File: src/div_config_pkg.sv
// Divide unit sizes: operand width, queue depth, iteration count and counter widths
`default_nettype none

package div_config_pkg;

    // ~~~~~~~~~~~~~~~~~~~~~~~~~~~~~~~~~~~~~~~~~~~~~~~~~~~~~~~~~~~~
    // Datapath width
    // ~~~~~~~~~~~~~~~~~~~~~~~~~~~~~~~~~~~~~~~~~~~~~~~~~~~~~~~~~~~~
    localparam int xlen = 32;

    // Request queue
    localparam int div_fifo_depth = 2;
    localparam int div_fifo_ptr_w = 1;
    localparam int div_fifo_cnt_w = 2;
    // Last slot index, pointers wrap after it
    localparam logic [div_fifo_ptr_w-1:0] div_fifo_last = div_fifo_ptr_w'(div_fifo_depth - 1);
    // Occupancy at which the queue stops accepting
    localparam logic [div_fifo_cnt_w-1:0] div_fifo_full_cnt = div_fifo_cnt_w'(div_fifo_depth);

    // ~~~~~~~~~~~~~~~~~~~~~~~~~~~~~~~~~~~~~~~~~~~~~~~~~~~~~~~~~~~~
    // Iterative divider
    // ~~~~~~~~~~~~~~~~~~~~~~~~~~~~~~~~~~~~~~~~~~~~~~~~~~~~~~~~~~~~
    // One quotient bit per step
    localparam int div_iterations = xlen;
    localparam int div_count_w = 6;
    // Counter load value, counts down to zero on the final step
    localparam logic [div_count_w-1:0] div_count_init = div_count_w'(div_iterations - 1);

endpackage

`default_nettype wire

File: src/div_types_pkg.sv
// Divide unit enums: request opcodes and controller states
`default_nettype none

package div_types_pkg;

    // ~~~~~~~~~~~~~~~~~~~~~~~~~~~~~~~~~~~~~~~~~~~~~~~~~~~~~~~~~~~~
    // Opcodes
    // ~~~~~~~~~~~~~~~~~~~~~~~~~~~~~~~~~~~~~~~~~~~~~~~~~~~~~~~~~~~~
    // Bit 0 set: unsigned operation
    // Bit 1 set: remainder selected instead of quotient
    typedef enum logic [1:0] {
        op_div  = 2'd0,
        op_divu = 2'd1,
        op_rem  = 2'd2,
        op_remu = 2'd3
    } div_op_t;

    // ~~~~~~~~~~~~~~~~~~~~~~~~~~~~~~~~~~~~~~~~~~~~~~~~~~~~~~~~~~~~
    // Controller states
    // ~~~~~~~~~~~~~~~~~~~~~~~~~~~~~~~~~~~~~~~~~~~~~~~~~~~~~~~~~~~~
    // Waiting on a queued request
    // Shift-subtract in progress
    // Result ready, waiting on the writeback slot
    typedef enum logic [1:0] {
        st_idle   = 2'd0,
        st_run    = 2'd1,
        st_finish = 2'd2
    } div_state_t;

endpackage

`default_nettype wire

File: src/div_control.sv
// Module div_control: divide sequencing FSM and writeback done register
`default_nettype none

module div_control (
    input  wire logic clk,
    input  wire logic rst,
    input  wire logic q_valid,
    input  wire logic divisor_zero,
    input  wire logic cnt_last,
    input  wire logic accepted,
    output logic      load,
    output logic      step,
    output logic      cnt_load,
    output logic      cnt_step,
    output logic      capture,
    output logic      q_pop,
    output logic      done_next_cycle
);

    div_types_pkg::div_state_t state;
    div_types_pkg::div_state_t state_next;
    logic                      output_ready;

    // ~~~~~~~~~~~~~~~~~~~~~~~~~~~~~~~~~~~~~~~~~~~~~~~~~~~~~~~~~~~~
    // Output slot
    // ~~~~~~~~~~~~~~~~~~~~~~~~~~~~~~~~~~~~~~~~~~~~~~~~~~~~~~~~~~~~
    // Free when empty, or when the held result leaves this cycle
    assign output_ready = ~done_next_cycle | (done_next_cycle & accepted);

    // ~~~~~~~~~~~~~~~~~~~~~~~~~~~~~~~~~~~~~~~~~~~~~~~~~~~~~~~~~~~~
    // Sequencing
    // ~~~~~~~~~~~~~~~~~~~~~~~~~~~~~~~~~~~~~~~~~~~~~~~~~~~~~~~~~~~~
    always_comb begin
        state_next = state;
        load       = 1'b0;
        step       = 1'b0;
        cnt_load   = 1'b0;
        cnt_step   = 1'b0;
        capture    = 1'b0;
        q_pop      = 1'b0;
        case (state)
            div_types_pkg::st_idle: begin
                if (q_valid) begin
                    if (divisor_zero) begin
                        // Zero divisor bypasses the divider entirely
                        capture = output_ready;
                        q_pop   = output_ready;
                    end else begin
                        load       = 1'b1;
                        cnt_load   = 1'b1;
                        state_next = div_types_pkg::st_run;
                    end
                end
            end
            div_types_pkg::st_run: begin
                step     = 1'b1;
                cnt_step = 1'b1;
                // Final shift-subtract this cycle
                if (cnt_last) begin
                    state_next = div_types_pkg::st_finish;
                end
            end
            div_types_pkg::st_finish: begin
                // Hold quotient and remainder until writeback has room
                if (output_ready) begin
                    capture    = 1'b1;
                    q_pop      = 1'b1;
                    state_next = div_types_pkg::st_idle;
                end
            end
            default: state_next = div_types_pkg::st_idle;
        endcase
    end

    always_ff @(posedge clk) begin
        if (rst) begin
            state <= div_types_pkg::st_idle;
        end else begin
            state <= state_next;
        end
    end

    // Set by a capture, cleared by writeback accepting
    always_ff @(posedge clk) begin
        if (rst) begin
            done_next_cycle <= 1'b0;
        end else if (capture) begin
            done_next_cycle <= 1'b1;
        end else if (accepted) begin
            done_next_cycle <= 1'b0;
        end
    end

endmodule

`default_nettype wire

File: src/div_datapath.sv
// Module div_datapath: operand magnitudes, restoring divider, sign correction, result register
`default_nettype none

module div_datapath (
    input  wire logic                            clk,
    input  wire logic [div_config_pkg::xlen-1:0] rs1,
    input  wire logic [div_config_pkg::xlen-1:0] rs2,
    input  div_types_pkg::div_op_t               op,
    input  wire logic                            load,
    input  wire logic                            step,
    input  wire logic                            capture,
    output logic                                 divisor_zero,
    output logic [div_config_pkg::xlen-1:0]      rd
);

    localparam int w = div_config_pkg::xlen;

    // Sign decode
    logic         signed_op;
    logic         dividend_neg;
    logic         divisor_neg;
    logic         quotient_neg;
    logic         remainder_neg;

    // Magnitudes
    logic [w-1:0] mag_a;
    logic [w-1:0] mag_b;

    // Divider registers, the dividend register fills with quotient bits
    logic [w-1:0] dividend_q;
    logic [w-1:0] divisor_q;
    logic [w-1:0] remainder_q;

    // Trial subtraction, one extra bit for the borrow
    logic [w:0]   shifted;
    logic [w:0]   diff;

    logic [w-1:0] result_raw;
    logic         negate;
    logic [w-1:0] result_signed;
    logic [w-1:0] result;

    // ~~~~~~~~~~~~~~~~~~~~~~~~~~~~~~~~~~~~~~~~~~~~~~~~~~~~~~~~~~~~
    // Operand conditioning
    // ~~~~~~~~~~~~~~~~~~~~~~~~~~~~~~~~~~~~~~~~~~~~~~~~~~~~~~~~~~~~
    // DIV and REM are the signed ops
    assign signed_op     = ~op[0];
    assign dividend_neg  = signed_op & rs1[w-1];
    assign divisor_neg   = signed_op & rs2[w-1];
    assign quotient_neg  = signed_op & (rs1[w-1] ^ rs2[w-1]);
    // Remainder takes the dividend's sign
    assign remainder_neg = dividend_neg;

    assign mag_a = dividend_neg ? (~rs1 + 1'b1) : rs1;
    assign mag_b = divisor_neg ? (~rs2 + 1'b1) : rs2;

    assign divisor_zero = (mag_b == '0);

    // ~~~~~~~~~~~~~~~~~~~~~~~~~~~~~~~~~~~~~~~~~~~~~~~~~~~~~~~~~~~~
    // Restoring divider
    // ~~~~~~~~~~~~~~~~~~~~~~~~~~~~~~~~~~~~~~~~~~~~~~~~~~~~~~~~~~~~
    // Bring down the next dividend bit
    assign shifted = {remainder_q, dividend_q[w-1]};
    assign diff    = shifted - {1'b0, divisor_q};

    always_ff @(posedge clk) begin
        if (load) begin
            dividend_q  <= mag_a;
            divisor_q   <= mag_b;
            remainder_q <= '0;
        end else if (step) begin
            // No borrow: keep the difference, quotient bit is one
            remainder_q <= diff[w] ? shifted[w-1:0] : diff[w-1:0];
            dividend_q  <= {dividend_q[w-2:0], ~diff[w]};
        end
    end

    // ~~~~~~~~~~~~~~~~~~~~~~~~~~~~~~~~~~~~~~~~~~~~~~~~~~~~~~~~~~~~
    // Sign correction and result select
    // ~~~~~~~~~~~~~~~~~~~~~~~~~~~~~~~~~~~~~~~~~~~~~~~~~~~~~~~~~~~~
    assign result_raw    = op[1] ? remainder_q : dividend_q;
    assign negate        = op[1] ? remainder_neg : quotient_neg;
    assign result_signed = negate ? (~result_raw + 1'b1) : result_raw;

    // Divide by zero: all ones for quotient, dividend for remainder
    // Most negative over minus one wraps back to most negative here
    assign result = divisor_zero ? (op[1] ? rs1 : '1) : result_signed;

    // Written only on capture
    always_ff @(posedge clk) begin
        if (capture) begin
            rd <= result;
        end
    end

endmodule

`default_nettype wire

File: src/div_input_fifo.sv
// Module div_input_fifo: in-order request queue of operands and opcode
`default_nettype none

module div_input_fifo (
    input  wire logic                                   clk,
    input  wire logic                                   rst,
    input  wire logic                                   push,
    input  wire logic                                   pop,
    input  wire logic [div_config_pkg::xlen-1:0]        in_rs1,
    input  wire logic [div_config_pkg::xlen-1:0]        in_rs2,
    input  div_types_pkg::div_op_t                      in_op,
    output logic                                        valid,
    output logic                                        full,
    output logic [div_config_pkg::xlen-1:0]             out_rs1,
    output logic [div_config_pkg::xlen-1:0]             out_rs2,
    output div_types_pkg::div_op_t                      out_op
);

    // Entry storage
    logic [div_config_pkg::xlen-1:0] rs1_mem [div_config_pkg::div_fifo_depth];
    logic [div_config_pkg::xlen-1:0] rs2_mem [div_config_pkg::div_fifo_depth];
    div_types_pkg::div_op_t          op_mem  [div_config_pkg::div_fifo_depth];

    logic [div_config_pkg::div_fifo_ptr_w-1:0] wr_ptr;
    logic [div_config_pkg::div_fifo_ptr_w-1:0] rd_ptr;
    logic [div_config_pkg::div_fifo_cnt_w-1:0] count;
    logic                                      push_ok;

    // Push dropped when full, ready is low then anyway
    assign push_ok = push & ~full;

    // Write side, no reset on payload
    always_ff @(posedge clk) begin
        if (push_ok) begin
            rs1_mem[wr_ptr] <= in_rs1;
            rs2_mem[wr_ptr] <= in_rs2;
            op_mem[wr_ptr]  <= in_op;
        end
    end

    // Pointers wrap at the last slot, count tracks occupancy
    always_ff @(posedge clk) begin
        if (rst) begin
            wr_ptr <= '0;
            rd_ptr <= '0;
            count  <= '0;
        end else begin
            if (push_ok) begin
                wr_ptr <= (wr_ptr == div_config_pkg::div_fifo_last) ? '0 : wr_ptr + 1'b1;
            end
            if (pop) begin
                rd_ptr <= (rd_ptr == div_config_pkg::div_fifo_last) ? '0 : rd_ptr + 1'b1;
            end
            // Simultaneous push and pop leave the count alone
            case ({push_ok, pop})
                2'b10:   count <= count + 1'b1;
                2'b01:   count <= count - 1'b1;
                default: count <= count;
            endcase
        end
    end

    // Head entry shown combinationally
    assign valid   = (count != '0);
    assign full    = (count == div_config_pkg::div_fifo_full_cnt);
    assign out_rs1 = rs1_mem[rd_ptr];
    assign out_rs2 = rs2_mem[rd_ptr];
    assign out_op  = op_mem[rd_ptr];

endmodule

`default_nettype wire

File: src/div_iter_counter.sv
// Module div_iter_counter: down-counter of remaining divide steps with last-step flag
`default_nettype none

module div_iter_counter (
    input  wire logic clk,
    input  wire logic rst,
    input  wire logic load,
    input  wire logic step,
    output logic      last
);

    // Steps remaining after the current one
    logic [div_config_pkg::div_count_w-1:0] count;

    // ~~~~~~~~~~~~~~~~~~~~~~~~~~~~~~~~~~~~~~~~~~~~~~~~~~~~~~~~~~~~
    // Count register
    // ~~~~~~~~~~~~~~~~~~~~~~~~~~~~~~~~~~~~~~~~~~~~~~~~~~~~~~~~~~~~
    always_ff @(posedge clk) begin
        if (rst) begin
            count <= '0;
        end else if (load) begin
            count <= div_config_pkg::div_count_init;
        end else if (step && !last) begin
            count <= count - 1'b1;
        end
        // Otherwise hold, and stay at zero after the final step
    end

    // Zero means this step is the final one
    assign last = (count == '0);

endmodule

`default_nettype wire

File: src/div_unit.sv
// Module div_unit: divide unit top with request queue, controller, step counter and datapath
`default_nettype none

module div_unit (
    input  wire logic                            clk,
    input  wire logic                            rst,
    input  wire logic                            new_request,
    output logic                                 ready,
    input  wire logic [div_config_pkg::xlen-1:0] rs1,
    input  wire logic [div_config_pkg::xlen-1:0] rs2,
    input  div_types_pkg::div_op_t               op,
    output logic                                 done_next_cycle,
    input  wire logic                            accepted,
    output logic [div_config_pkg::xlen-1:0]      rd
);

    // Queue head
    logic                              q_valid;
    logic                              q_full;
    logic                              q_pop;
    logic [div_config_pkg::xlen-1:0]   q_rs1;
    logic [div_config_pkg::xlen-1:0]   q_rs2;
    div_types_pkg::div_op_t            q_op;

    // Controller strobes
    logic load;
    logic step;
    logic capture;
    logic cnt_load;
    logic cnt_step;
    logic cnt_last;
    logic divisor_zero;

    // ~~~~~~~~~~~~~~~~~~~~~~~~~~~~~~~~~~~~~~~~~~~~~~~~~~~~~~~~~~~~
    // Request queue
    // ~~~~~~~~~~~~~~~~~~~~~~~~~~~~~~~~~~~~~~~~~~~~~~~~~~~~~~~~~~~~
    div_input_fifo u_input_fifo (
        .clk     (clk),
        .rst     (rst),
        .push    (new_request),
        .pop     (q_pop),
        .in_rs1  (rs1),
        .in_rs2  (rs2),
        .in_op   (op),
        .valid   (q_valid),
        .full    (q_full),
        .out_rs1 (q_rs1),
        .out_rs2 (q_rs2),
        .out_op  (q_op)
    );

    // Accept whenever a slot is free
    assign ready = ~q_full;

    // ~~~~~~~~~~~~~~~~~~~~~~~~~~~~~~~~~~~~~~~~~~~~~~~~~~~~~~~~~~~~
    // Sequencing and step count
    // ~~~~~~~~~~~~~~~~~~~~~~~~~~~~~~~~~~~~~~~~~~~~~~~~~~~~~~~~~~~~
    div_control u_control (
        .clk             (clk),
        .rst             (rst),
        .q_valid         (q_valid),
        .divisor_zero    (divisor_zero),
        .cnt_last        (cnt_last),
        .accepted        (accepted),
        .load            (load),
        .step            (step),
        .cnt_load        (cnt_load),
        .cnt_step        (cnt_step),
        .capture         (capture),
        .q_pop           (q_pop),
        .done_next_cycle (done_next_cycle)
    );

    div_iter_counter u_iter_counter (
        .clk  (clk),
        .rst  (rst),
        .load (cnt_load),
        .step (cnt_step),
        .last (cnt_last)
    );

    // Datapath works on the queue head until it is popped
    div_datapath u_datapath (
        .clk          (clk),
        .rs1          (q_rs1),
        .rs2          (q_rs2),
        .op           (q_op),
        .load         (load),
        .step         (step),
        .capture      (capture),
        .divisor_zero (divisor_zero),
        .rd           (rd)
    );

endmodule

`default_nettype wire

File: config.mk
export PLATFORM = sky130hd
export DESIGN_NAME = div_unit
export DESIGN_NICKNAME = d
export VERILOG_FILES = /design/src/div_config_pkg.sv /design/src/div_types_pkg.sv /design/src/div_control.sv /design/src/div_datapath.sv /design/src/div_input_fifo.sv /design/src/div_iter_counter.sv /design/src/div_unit.sv
export SDC_FILE = /design/constraint.sdc
export NUM_CORES = 1
export LEC_CHECK = 0
export ABC_AREA = 1
export BUFFER_PORTS_ARGS = -buffer_cell sky130_fd_sc_hd__buf_2
export CAP_MARGIN = 0
export CORE_MARGIN = 3
export CORE_UTILIZATION = 65
export DETAILED_ROUTE_END_ITERATION = 6
export GPL_ROUTABILITY_DRIVEN = 0
export PLACE_DENSITY = 0.95
export SYNTH_ARGS = -nofsm -noshare
export SYNTH_HDL_FRONTEND = slang
export SYNTH_SLANG_ARGS = --single-unit
File: constraint.sdc
create_clock -name clk -period 10 [get_ports clk]
set_clock_uncertainty 0.05 [all_clocks]
set_input_delay 1.5 -clock clk [delete_from_list [all_inputs] [get_ports clk]]
set_output_delay 1.5 -clock clk [all_outputs]
set_load 0.005 [all_outputs]
---- Word-level counts from Yosys, hierarchy flattened ----
Memories as Yosys holds them, arrays and structs flattened. A register that Yosys moved wholly into a read port is not among the register bits.
Cells that the tools add are included.
word-level totals
  register bits ........................... 141
  bits in latches ......................... 0
  RAM bits ................................ 132
  ROM bits ................................ 0
  input port bits ......................... 70
  output and inout port bits .............. 34
  word-level logic and storage cells ...... 96
  memories kept ........................... 3
memories
  name                  depth  width  read ports  clocked after memory_dff  wr ports  RTL line              RTL
  u_input_fifo.rs1_mem  2      32     1           1                         1         div_input_fifo.sv:20  logic [div_config_pkg::xlen-1:0] rs1_mem [div_config_pkg::div_fifo_depth];
  u_input_fifo.rs2_mem  2      32     1           1                         1         div_input_fifo.sv:21  logic [div_config_pkg::xlen-1:0] rs2_mem [div_config_pkg::div_fifo_depth];
  u_input_fifo.op_mem   2      2      1           1                         1         div_input_fifo.sv:22  div_types_pkg::div_op_t op_mem [div_config_pkg::div_fifo_depth];
operators by class
  $add $sub $neg .......................... 9
  multiply operators ...................... 0
  divide/modulo/power cells ............... 0
  magnitude comparators ................... 0
  equality and inequality tests ........... 9
  shifts and indexed selects .............. 0
  muxes and demuxes ....................... 38
  bitwise gates (word level) .............. 14
  reduce and logical (&&, ||, !) cells .... 12
operators by type and width
  kind                                                    number
  2-to-1 mux 32 bit                                       9
  adder 32 x 1 -> 32 bit (second input constant)          3
  NOT 32 bit                                              3
  subtractor 33 x 32 -> 33 bit                            1
  zero test 32 bit                                        1
  2-to-1 mux 1 bit                                        20
  2-to-1 mux 5 bit                                        2
  nonzero test 2 bit                                      5
  2-to-1 mux 2 bit                                        4
  equality test 2 bit (second input constant)             3
  zero test 6 bit                                         1
  one-hot mux 2 bit (3 select lines)                      1
  subtractor 6 x 1 -> 6 bit (second input constant)       1
  bitwise AND 1 bit                                       5
  equality test 2 x 1 -> 1 bit (second input constant)    2
  inequality test 2 x 1 -> 1 bit (second input constant)  2
  inequality test 2 bit (second input constant)           2
  NOT 1 bit                                               4
  one-hot mux 2 bit (2 select lines)                      1
  AND reduction 4 bit                                     1
  adder 1 bit (second input constant)                     2
  adder 2 x 1 -> 2 bit (second input constant)            1
  zero test 2 bit                                         1
  one-hot mux 1 bit (2 select lines)                      1
  other kinds (6)                                         6

---- Depth between registers and ports, before layout ----
Gate-level depths: netlist (run 1).
  word-level depth ........................ 9
  depth in mapped cells ................... 27
  depth with buffers taken out ............ 24

---- Cells and area by module ----
Synthesis (run 1) repeated with hierarchy kept, for this count alone.
unflattened totals
  cell total of the unflattened synthesis .. 2,043
  area total of the unflattened synthesis .. 16,552.1 um^2
modules (own cells, without submodules)
  module            times used  cells an instance  area each (um^2)
  div_datapath      1           1,706              10,799.1
  div_input_fifo    1           241                5,158.7
  div_iter_counter  1           64                 397.9
  div_control       1           31                 192.7
  div_unit          1           1                  3.8

---- Worst setup path before layout (run 1) ----
Ideal clock, no wire load.
  kind .................................... input to register
  from .................................... input new_request
  to ...................................... memory u_input_fifo.op_mem[1][0] (netlist bit) (enable)
  setup time .............................. 0.492 ns
  arrival ................................. 4.373 ns
  setup slack ............................. 5.086 ns
  stages .................................. 2
  cells stage by stage .................... nand2_1 nor2_1
between the ends
  longest elaborated chain between the ends .. 3
ends and longest elaborated chain
  what                                    RTL line              RTL
  start, declared                         div_unit.sv:7         input wire logic new_request,
  bitwise AND 1 bit                       div_input_fifo.sv:30  assign push_ok = push & ~full;
  2-to-1 mux 1 bit                        div_input_fifo.sv:34  if (push_ok) begin
  2-to-1 mux 1 bit (implied by the code)  div_input_fifo.sv:37  op_mem[wr_ptr] <= in_op;
  end, declared                           div_input_fifo.sv:22
Every way passes these cells.

==> impl_metrics.tcl, run 1 <==
set metrics [dict create \
    status "finished with violations" \
    violations "design-rule violations" \
    synthAdderAreaFrac 0.0306 \
    critical_path_class "register to register" \
    coreArea_mm2 0.0237 \
    ant_nets 0 \
    cts_max_level 1 \
    slew_viol_final 0 \
    maxCapViolations 0 \
    synthToLayoutAreaGrowth_pct 9.98 \
    fin_crit_ns 6.29 \
    synth_edf_count 228 \
    firstDrtPassIters 7 \
    start_util 0.667 \
    wl_per_cell_um 18.8 \
    postCtsHoldBufs 0 \
    portBuffers 103 \
    cp.depth 19 \
    dr_total_vias 14400 \
    fin_tns_setup_ns 0 \
    via_per_inst 6.27 \
    setup_slack_ns 3.71 \
    tightest_slew_ns 1.17 \
    dp_hpwl_um 28800 \
    cp_slowest_stage_delay_ns 0.82 \
    cp_top_family "simple AND/OR/NAND/NOR gates" \
    postCtsSetupRepairBufs 0 \
    grt.overflow.total 0 \
    min_from "u_datapath.remainder_q[23]$_SDFFE_PP0P_" \
    critPathBufInv 3 \
    n_fill_cell 1538 \
    clock_latency_ns 0.56 \
    synth_cell_type_count 49 \
    cts.sinks 274 \
    die_height_um 162 \
    drtIter0Drc 2195 \
    rows 56 \
    crit_end "u_datapath.dividend_q[14]$_DFFE_PP_" \
    grtUsageTotal 0.324 \
    path_clk_slew_ns 0.06 \
    ys_seq_area_frac 0.492 \
    power_density_mw_per_mm2 280 \
    fin_nets 2068 \
    rsz0062_at_grt "false" \
    cp_max_fo 86 \
    diodes 0 \
    start_kind "register" \
    path_cells "buf_4 > nand2_1 > nand2_1 > ha_1 > nand3_1 > nor2_2 > nand2_1 > o21ai_4 > nand2_2 > nor2_1 > nand2_1 > nand2_1 > nand2_1 > nor2_1 > nand2_2 > nand2_2 > buf_4 > nand2_2 > buf_4" \
    synthMuxAreaShare 0.00634 \
    first_global_vias 13900 \
    clockBufferDepth 3 \
    r2r_cells 19 \
    max_slew_margin 0.221 \
    syn-cell-area_mm2 0.0158 \
    grt_pass1_wl_um 68700 \
    grt_max_degree 87 \
    cp-end-kind "register" \
    fp.dieW_um 162 \
    syn_inst 1876 \
    yosysWarnings 0 \
    post-route-drc-count 2 \
    p_leak_nw 7.38 \
    drive_gt1_frac 0.109 \
    final.period_utilization 0.629 \
    cp_data_required_time_ns 10.22 \
    setup_viol 0 \
    cts_buffers 28 \
    synth-simple-area-share 0.217 \
    synth_seq_cells 274 \
    antenna_found_initial 2 \
    hold_viol_final 0 \
    yosys_most_used_dff "edfxtp_1" \
    io_pins 104 \
    cts-resized-gates 0 \
    root_buffer "clkbuf_16" \
    r2r-end "u_datapath.dividend_q[14]$_DFFE_PP_" \
    synth-async-reset-ratio 0 \
    cts_tree "built" \
    synth_top_family_by_area "simple AND/OR/NAND/NOR gates" \
    hold_path.class "register to register" \
    cpMaxStageDelayCell "nor2_1" \
    fmax_mhz 159 \
    synth_compound_area_frac 0.127 \
    routed_wl_um 43300 \
    r2r_setup_slack_ns 3.71 \
    worstPathArrival_ns 6.51 \
    synthXorXnorAreaFrac 0.0470 \
    design.die.area_mm2 0.0262 \
    synth.avg_cell_area_um2 8.42 \
    syn_nets 1984 \
    post-place-ws_ns 4.15 \
    crit_top_cell "nand2_1" \
    ir_worst_vdd_uv 232 \
]
[cells in the final DEF (no fill, tap or decap), drive strengths merged, types with 26 or more instances in the layout]
cell type  netlist  routed
a21oi           85      85
buf             37     113
clkbuf          22      36
dfxtp           46      46
edfxtp         228     228
ha              37      37
inv            243     243
nand2          478     478
nand3           91      91
nand4           27      27
nor2           161     161
o211ai          27      27
o21ai          196     196
xnor2           26      26
xor2            58      58
[synthesized netlist by cell type, drive strengths merged (6+ instances only)]
master,instances,area share
ha,37,0.029
xnor2,26,0.014
or2,25,0.0099
xor2,58,0.033
edfxtp,228,0.43
o21a,10,0.0048
o211ai,27,0.013
a21oi,85,0.027
buf,37,0.017
clkbuf,22,0.0052
nand2,478,0.11
mux2i,10,0.0063
o21ai,196,0.065
nand4,27,0.011
inv,243,0.058
nand3b,6,0.0029
nor2,161,0.041
nand3,91,0.029
nor3,20,0.0063
dfxtp,46,0.058
a22oi,14,0.0067
[layout make-up]
cell class,instances,area [um2],area share
clock buffer,36,741,0.0426
clock inverter,15,174,0.0100
inverter,243,915,0.0526
multi-input combinational,1300,6790,0.391
sequential,274,7770,0.447
tap,319,399,0.0230
timing repair buffer,113,591,0.0340
[metal layers]
layer / up-vias / GRT usage / wire length, um
met3: 343 / 0.0683 / 4970
met2: 1231 / 0.531 / 20000
met4: 4 / 0.200 / 3340
met1: 6396 / 0.394 / 15000
li1: 6439 / - / -
met5: - / 0 / 31
[cell families after synthesis]
family | after synthesis
AND/OR/NAND/NOR | 815
adder cells (fa/ha/maj) | 38
multiplexers | 10
XOR/XNOR | 84
flip-flops | 274
buffers and inverters | 302
AO/OA/AOI/OAI | 353
[through the flow]
step	cell area (um2)	total power [mW]	util	instances	hold slack [ns]
final	17400	4.87	0.734	2300	0.471
after global routing	17400	5.10	0.734	2300	0.491
after CTS	17400	4.76	0.734	2300	0.470
after detailed placement	16500	3.64	0.695	2249	0.457
after global placement	16500	3.54	0.695	2249	0.451
after floorplan	15800	3.17	-	1876	0.425
[power by group]
| part | switching, mW | total [mW] | internal [mW] | leakage (nW) |
|---|---|---|---|---|
| Clock | 0.457 | 1.06 | 0.602 | 0.440 |
| Combinational | 1.47 | 2.08 | 0.613 | 4.43 |
| Sequential | 0.119 | 1.73 | 1.61 | 2.51 |
| Total | 2.04 | 4.87 | 2.82 | 7.38 |
[tightest hold or removal path, delay by kind of cell, from the launching register on]
kind / cells / cell delay [ns]
buffers and inverters: 1 / 0.07
AO/OA/AOI/OAI: 1 / 0.08
flip-flops: 1 / 0.33
[sequential cells by signal, indices dropped and copies added, names as in the netlist, 4 cells and up, named ones only]
signal                  count
u_input_fifo.rs1_mem       64
u_input_fifo.rs2_mem       64
u_datapath.dividend_q      32
u_datapath.divisor_q       32
u_datapath.rd              32
u_datapath.remainder_q     32
u_iter_counter.count        6
u_input_fifo.op_mem         4
[how the worst min path moves through the flow]
stage                                                    to  slack (ns)  cells past startpoint
finish              u_datapath.remainder_q[23]$_SDFFE_PP0P_        0.47                      2
global placement         u_input_fifo.count[0]$_SDFFE_PP0P_        0.45                      2
CTS                 u_datapath.remainder_q[23]$_SDFFE_PP0P_        0.47                      2
detailed placement  u_datapath.remainder_q[23]$_SDFFE_PP0P_        0.46                      2
global route        u_datapath.remainder_q[18]$_SDFFE_PP0P_        0.49                      2
floorplan           u_datapath.remainder_q[31]$_SDFFE_PP0P_        0.42                      2
(Power assumes the default switching activity.)
==> inputs of run 2 (changes only) <==
- CORE_UTILIZATION: 65 -> 62
- PLACE_DENSITY: 0.95 -> 0.92
- clock period: 10 -> 6.2 ns (I/O delays scaled with it)
==> run 2 against run 1 <==
  * The run now ends clean
  * Clock power is 63% higher
  * Worst setup slack worse by 2.7 ns
  * Largest cell class unchanged
  * First-iteration DRC count is 7.3% lower
==> impl_metrics.tcl, run 2 (synthesized netlist as in run 1, its figures left out) <==
set metrics [dict create \
    dr_total_vias 14000 \
    start_kind "register" \
    final.period_utilization 0.833 \
    fin_tns_setup_ns 0 \
    postCtsSetupRepairBufs 0 \
    cts.sinks 274 \
    portBuffers 103 \
    root_buffer "clkbuf_16" \
    layout_commonest_cell "nand2_1" \
    cpMaxStageDelayCell "nor2_1" \
    fmax_mhz 194 \
    rsz0062_at_grt "false" \
    dp_hpwl_um 29600 \
    clock_latency_ns 0.54 \
    clockBufferDepth 3 \
    post-place-ws_ns 1.28 \
    setup_slack_ns 1.03 \
    critical_path_class "register to register" \
    fp.dieW_um 166 \
    grtUsageTotal 0.293 \
    cts_max_level 1 \
    setup_viol 0 \
    coreArea_mm2 0.0247 \
    power_density_mw_per_mm2 446 \
    postCtsHoldBufs 0 \
    drive_gt1_frac 0.114 \
    cts-resized-gates 0 \
    fin_crit_ns 5.17 \
    rows 57 \
    hold_path.class "register to register" \
    diodes 0 \
    final_cells 2308 \
    path_cells "buf_4 > nand2_1 > nand2_1 > ha_1 > nand3_1 > nor2_2 > nand2_1 > o21ai_4 > nand2_2 > o21ai_1 > nand2_1 > inv_2 > nand2_1 > nor2_1 > nand3_1 > nand2_1 > buf_4 > ha_1 > nor2_1 > and3_1 > nor3_1" \
    p_leak_nw 7.42 \
    worstPathArrival_ns 5.54 \
    busiest_layer "met2" \
    firstDrtPassIters 7 \
    die_height_um 166 \
    via_per_inst 6.08 \
    maxCapViolations 0 \
    ant_nets 0 \
    dp_cells 2256 \
    io_pins 104 \
    cp_max_fo 86 \
    crit_top_cell "nand2_1" \
    first_global_vias 13700 \
    n_fill_cell 1700 \
    start_util 0.640 \
    cts_buffers 28 \
    hold_viol_final 0 \
    grt_pass1_wl_um 67000 \
    grt.overflow.total 0 \
    slew_viol_final 0 \
    r2r_setup_slack_ns 1.03 \
    met3_usage 0.0460 \
    reg_top3 "u_input_fifo.rs1_mem: 64 flops, u_input_fifo.rs2_mem: 64 flops" \
    tightest_slew_ns 1.24 \
    antenna_found_initial 0 \
    cp_data_required_time_ns 6.58 \
    wl_per_cell_um 18.0 \
    final_cell_mix "470 x nand2_1, 240 x inv_1, 228 x edfxtp_1, 156 x o21ai_0, 147 x nor2_1" \
    post-route-drc-count 0 \
    path_clk_slew_ns 0.06 \
    status "finished clean" \
    routed_wl_um 41500 \
    ir_worst_vdd_uv 442 \
    max_slew_margin 0.173 \
    drtIter0Drc 2035 \
    design.die.area_mm2 0.0274 \
    cts_tree "built" \
    fin_nets 2070 \
    use_met1 0.365 \
    utilization 0.706 \
    cp_slowest_stage_delay_ns 0.80 \
    met2_usage 0.496 \
    synthToLayoutAreaGrowth_pct 10.4 \
    cp-end-kind "register" \
    grt_max_degree 87 \
]
-- run 2: area by class of cell --
type                    count  area, um2  area share
multi-input cells        1300       6790       0.389
clock inverters            18        178      0.0102
flip-flops and latches    274       7770       0.446
repair buffers            115        606      0.0347
clock buffers              34        774      0.0444
inverters                 243        915      0.0525
well taps                 324        405      0.0233
-- run 2: critical path: cells and delay by family (launching register included) --
family	cells	cell delay (ns)
buffers and inverters	3	1.17
DFF	1	0.35
AOI/OAI and AO/OA	2	0.39
and+or+nand+nor	14	2.53
adders and majority gates	2	0.51
-- run 2: final timing paths --
path,start,end,cells after the start
worst max-delay path,register,u_input_fifo.count[1]$_SDFFE_PP0P_,21
worst min-delay path,u_datapath.remainder_q[19]$_SDFFE_PP0P_,u_datapath.remainder_q[19]$_SDFFE_PP0P_,2
worst max register to register,register,u_input_fifo.count[1]$_SDFFE_PP0P_,21
worst min register to register,u_datapath.remainder_q[19]$_SDFFE_PP0P_,u_datapath.remainder_q[19]$_SDFFE_PP0P_,2
-- run 2: metrics by stage --
stage / instance area [um2] / hold slack, ns / power, mW
after global placement: 16500 / 0.448 / 5.72
after global routing: 17400 / 0.493 / 8.22
after detailed placement: 16500 / 0.463 / 5.88
final: 17400 / 0.480 / 7.78
after CTS: 17400 / 0.476 / 7.67
after floorplan: 15800 / 0.425 / 5.11
-- run 2: power breakdown --
part	switching (mW)	total, mW	internal, mW	leakage (nW)
Clock	0.714	1.73	1.01	0.469
Combinational	2.27	3.25	0.983	4.44
Sequential	0.200	2.80	2.60	2.51
Total	3.18	7.78	4.60	7.42
-- run 2: layer usage --
metal / share of wire / wire length, um / vias to the layer above
met5: 0 / 0 / -
met1: 0.36 / 15100 / 6404
li1: - / - / 6433
met2: 0.48 / 19900 / 955
met3: 0.095 / 3960 / 231
met4: 0.063 / 2620 / 0
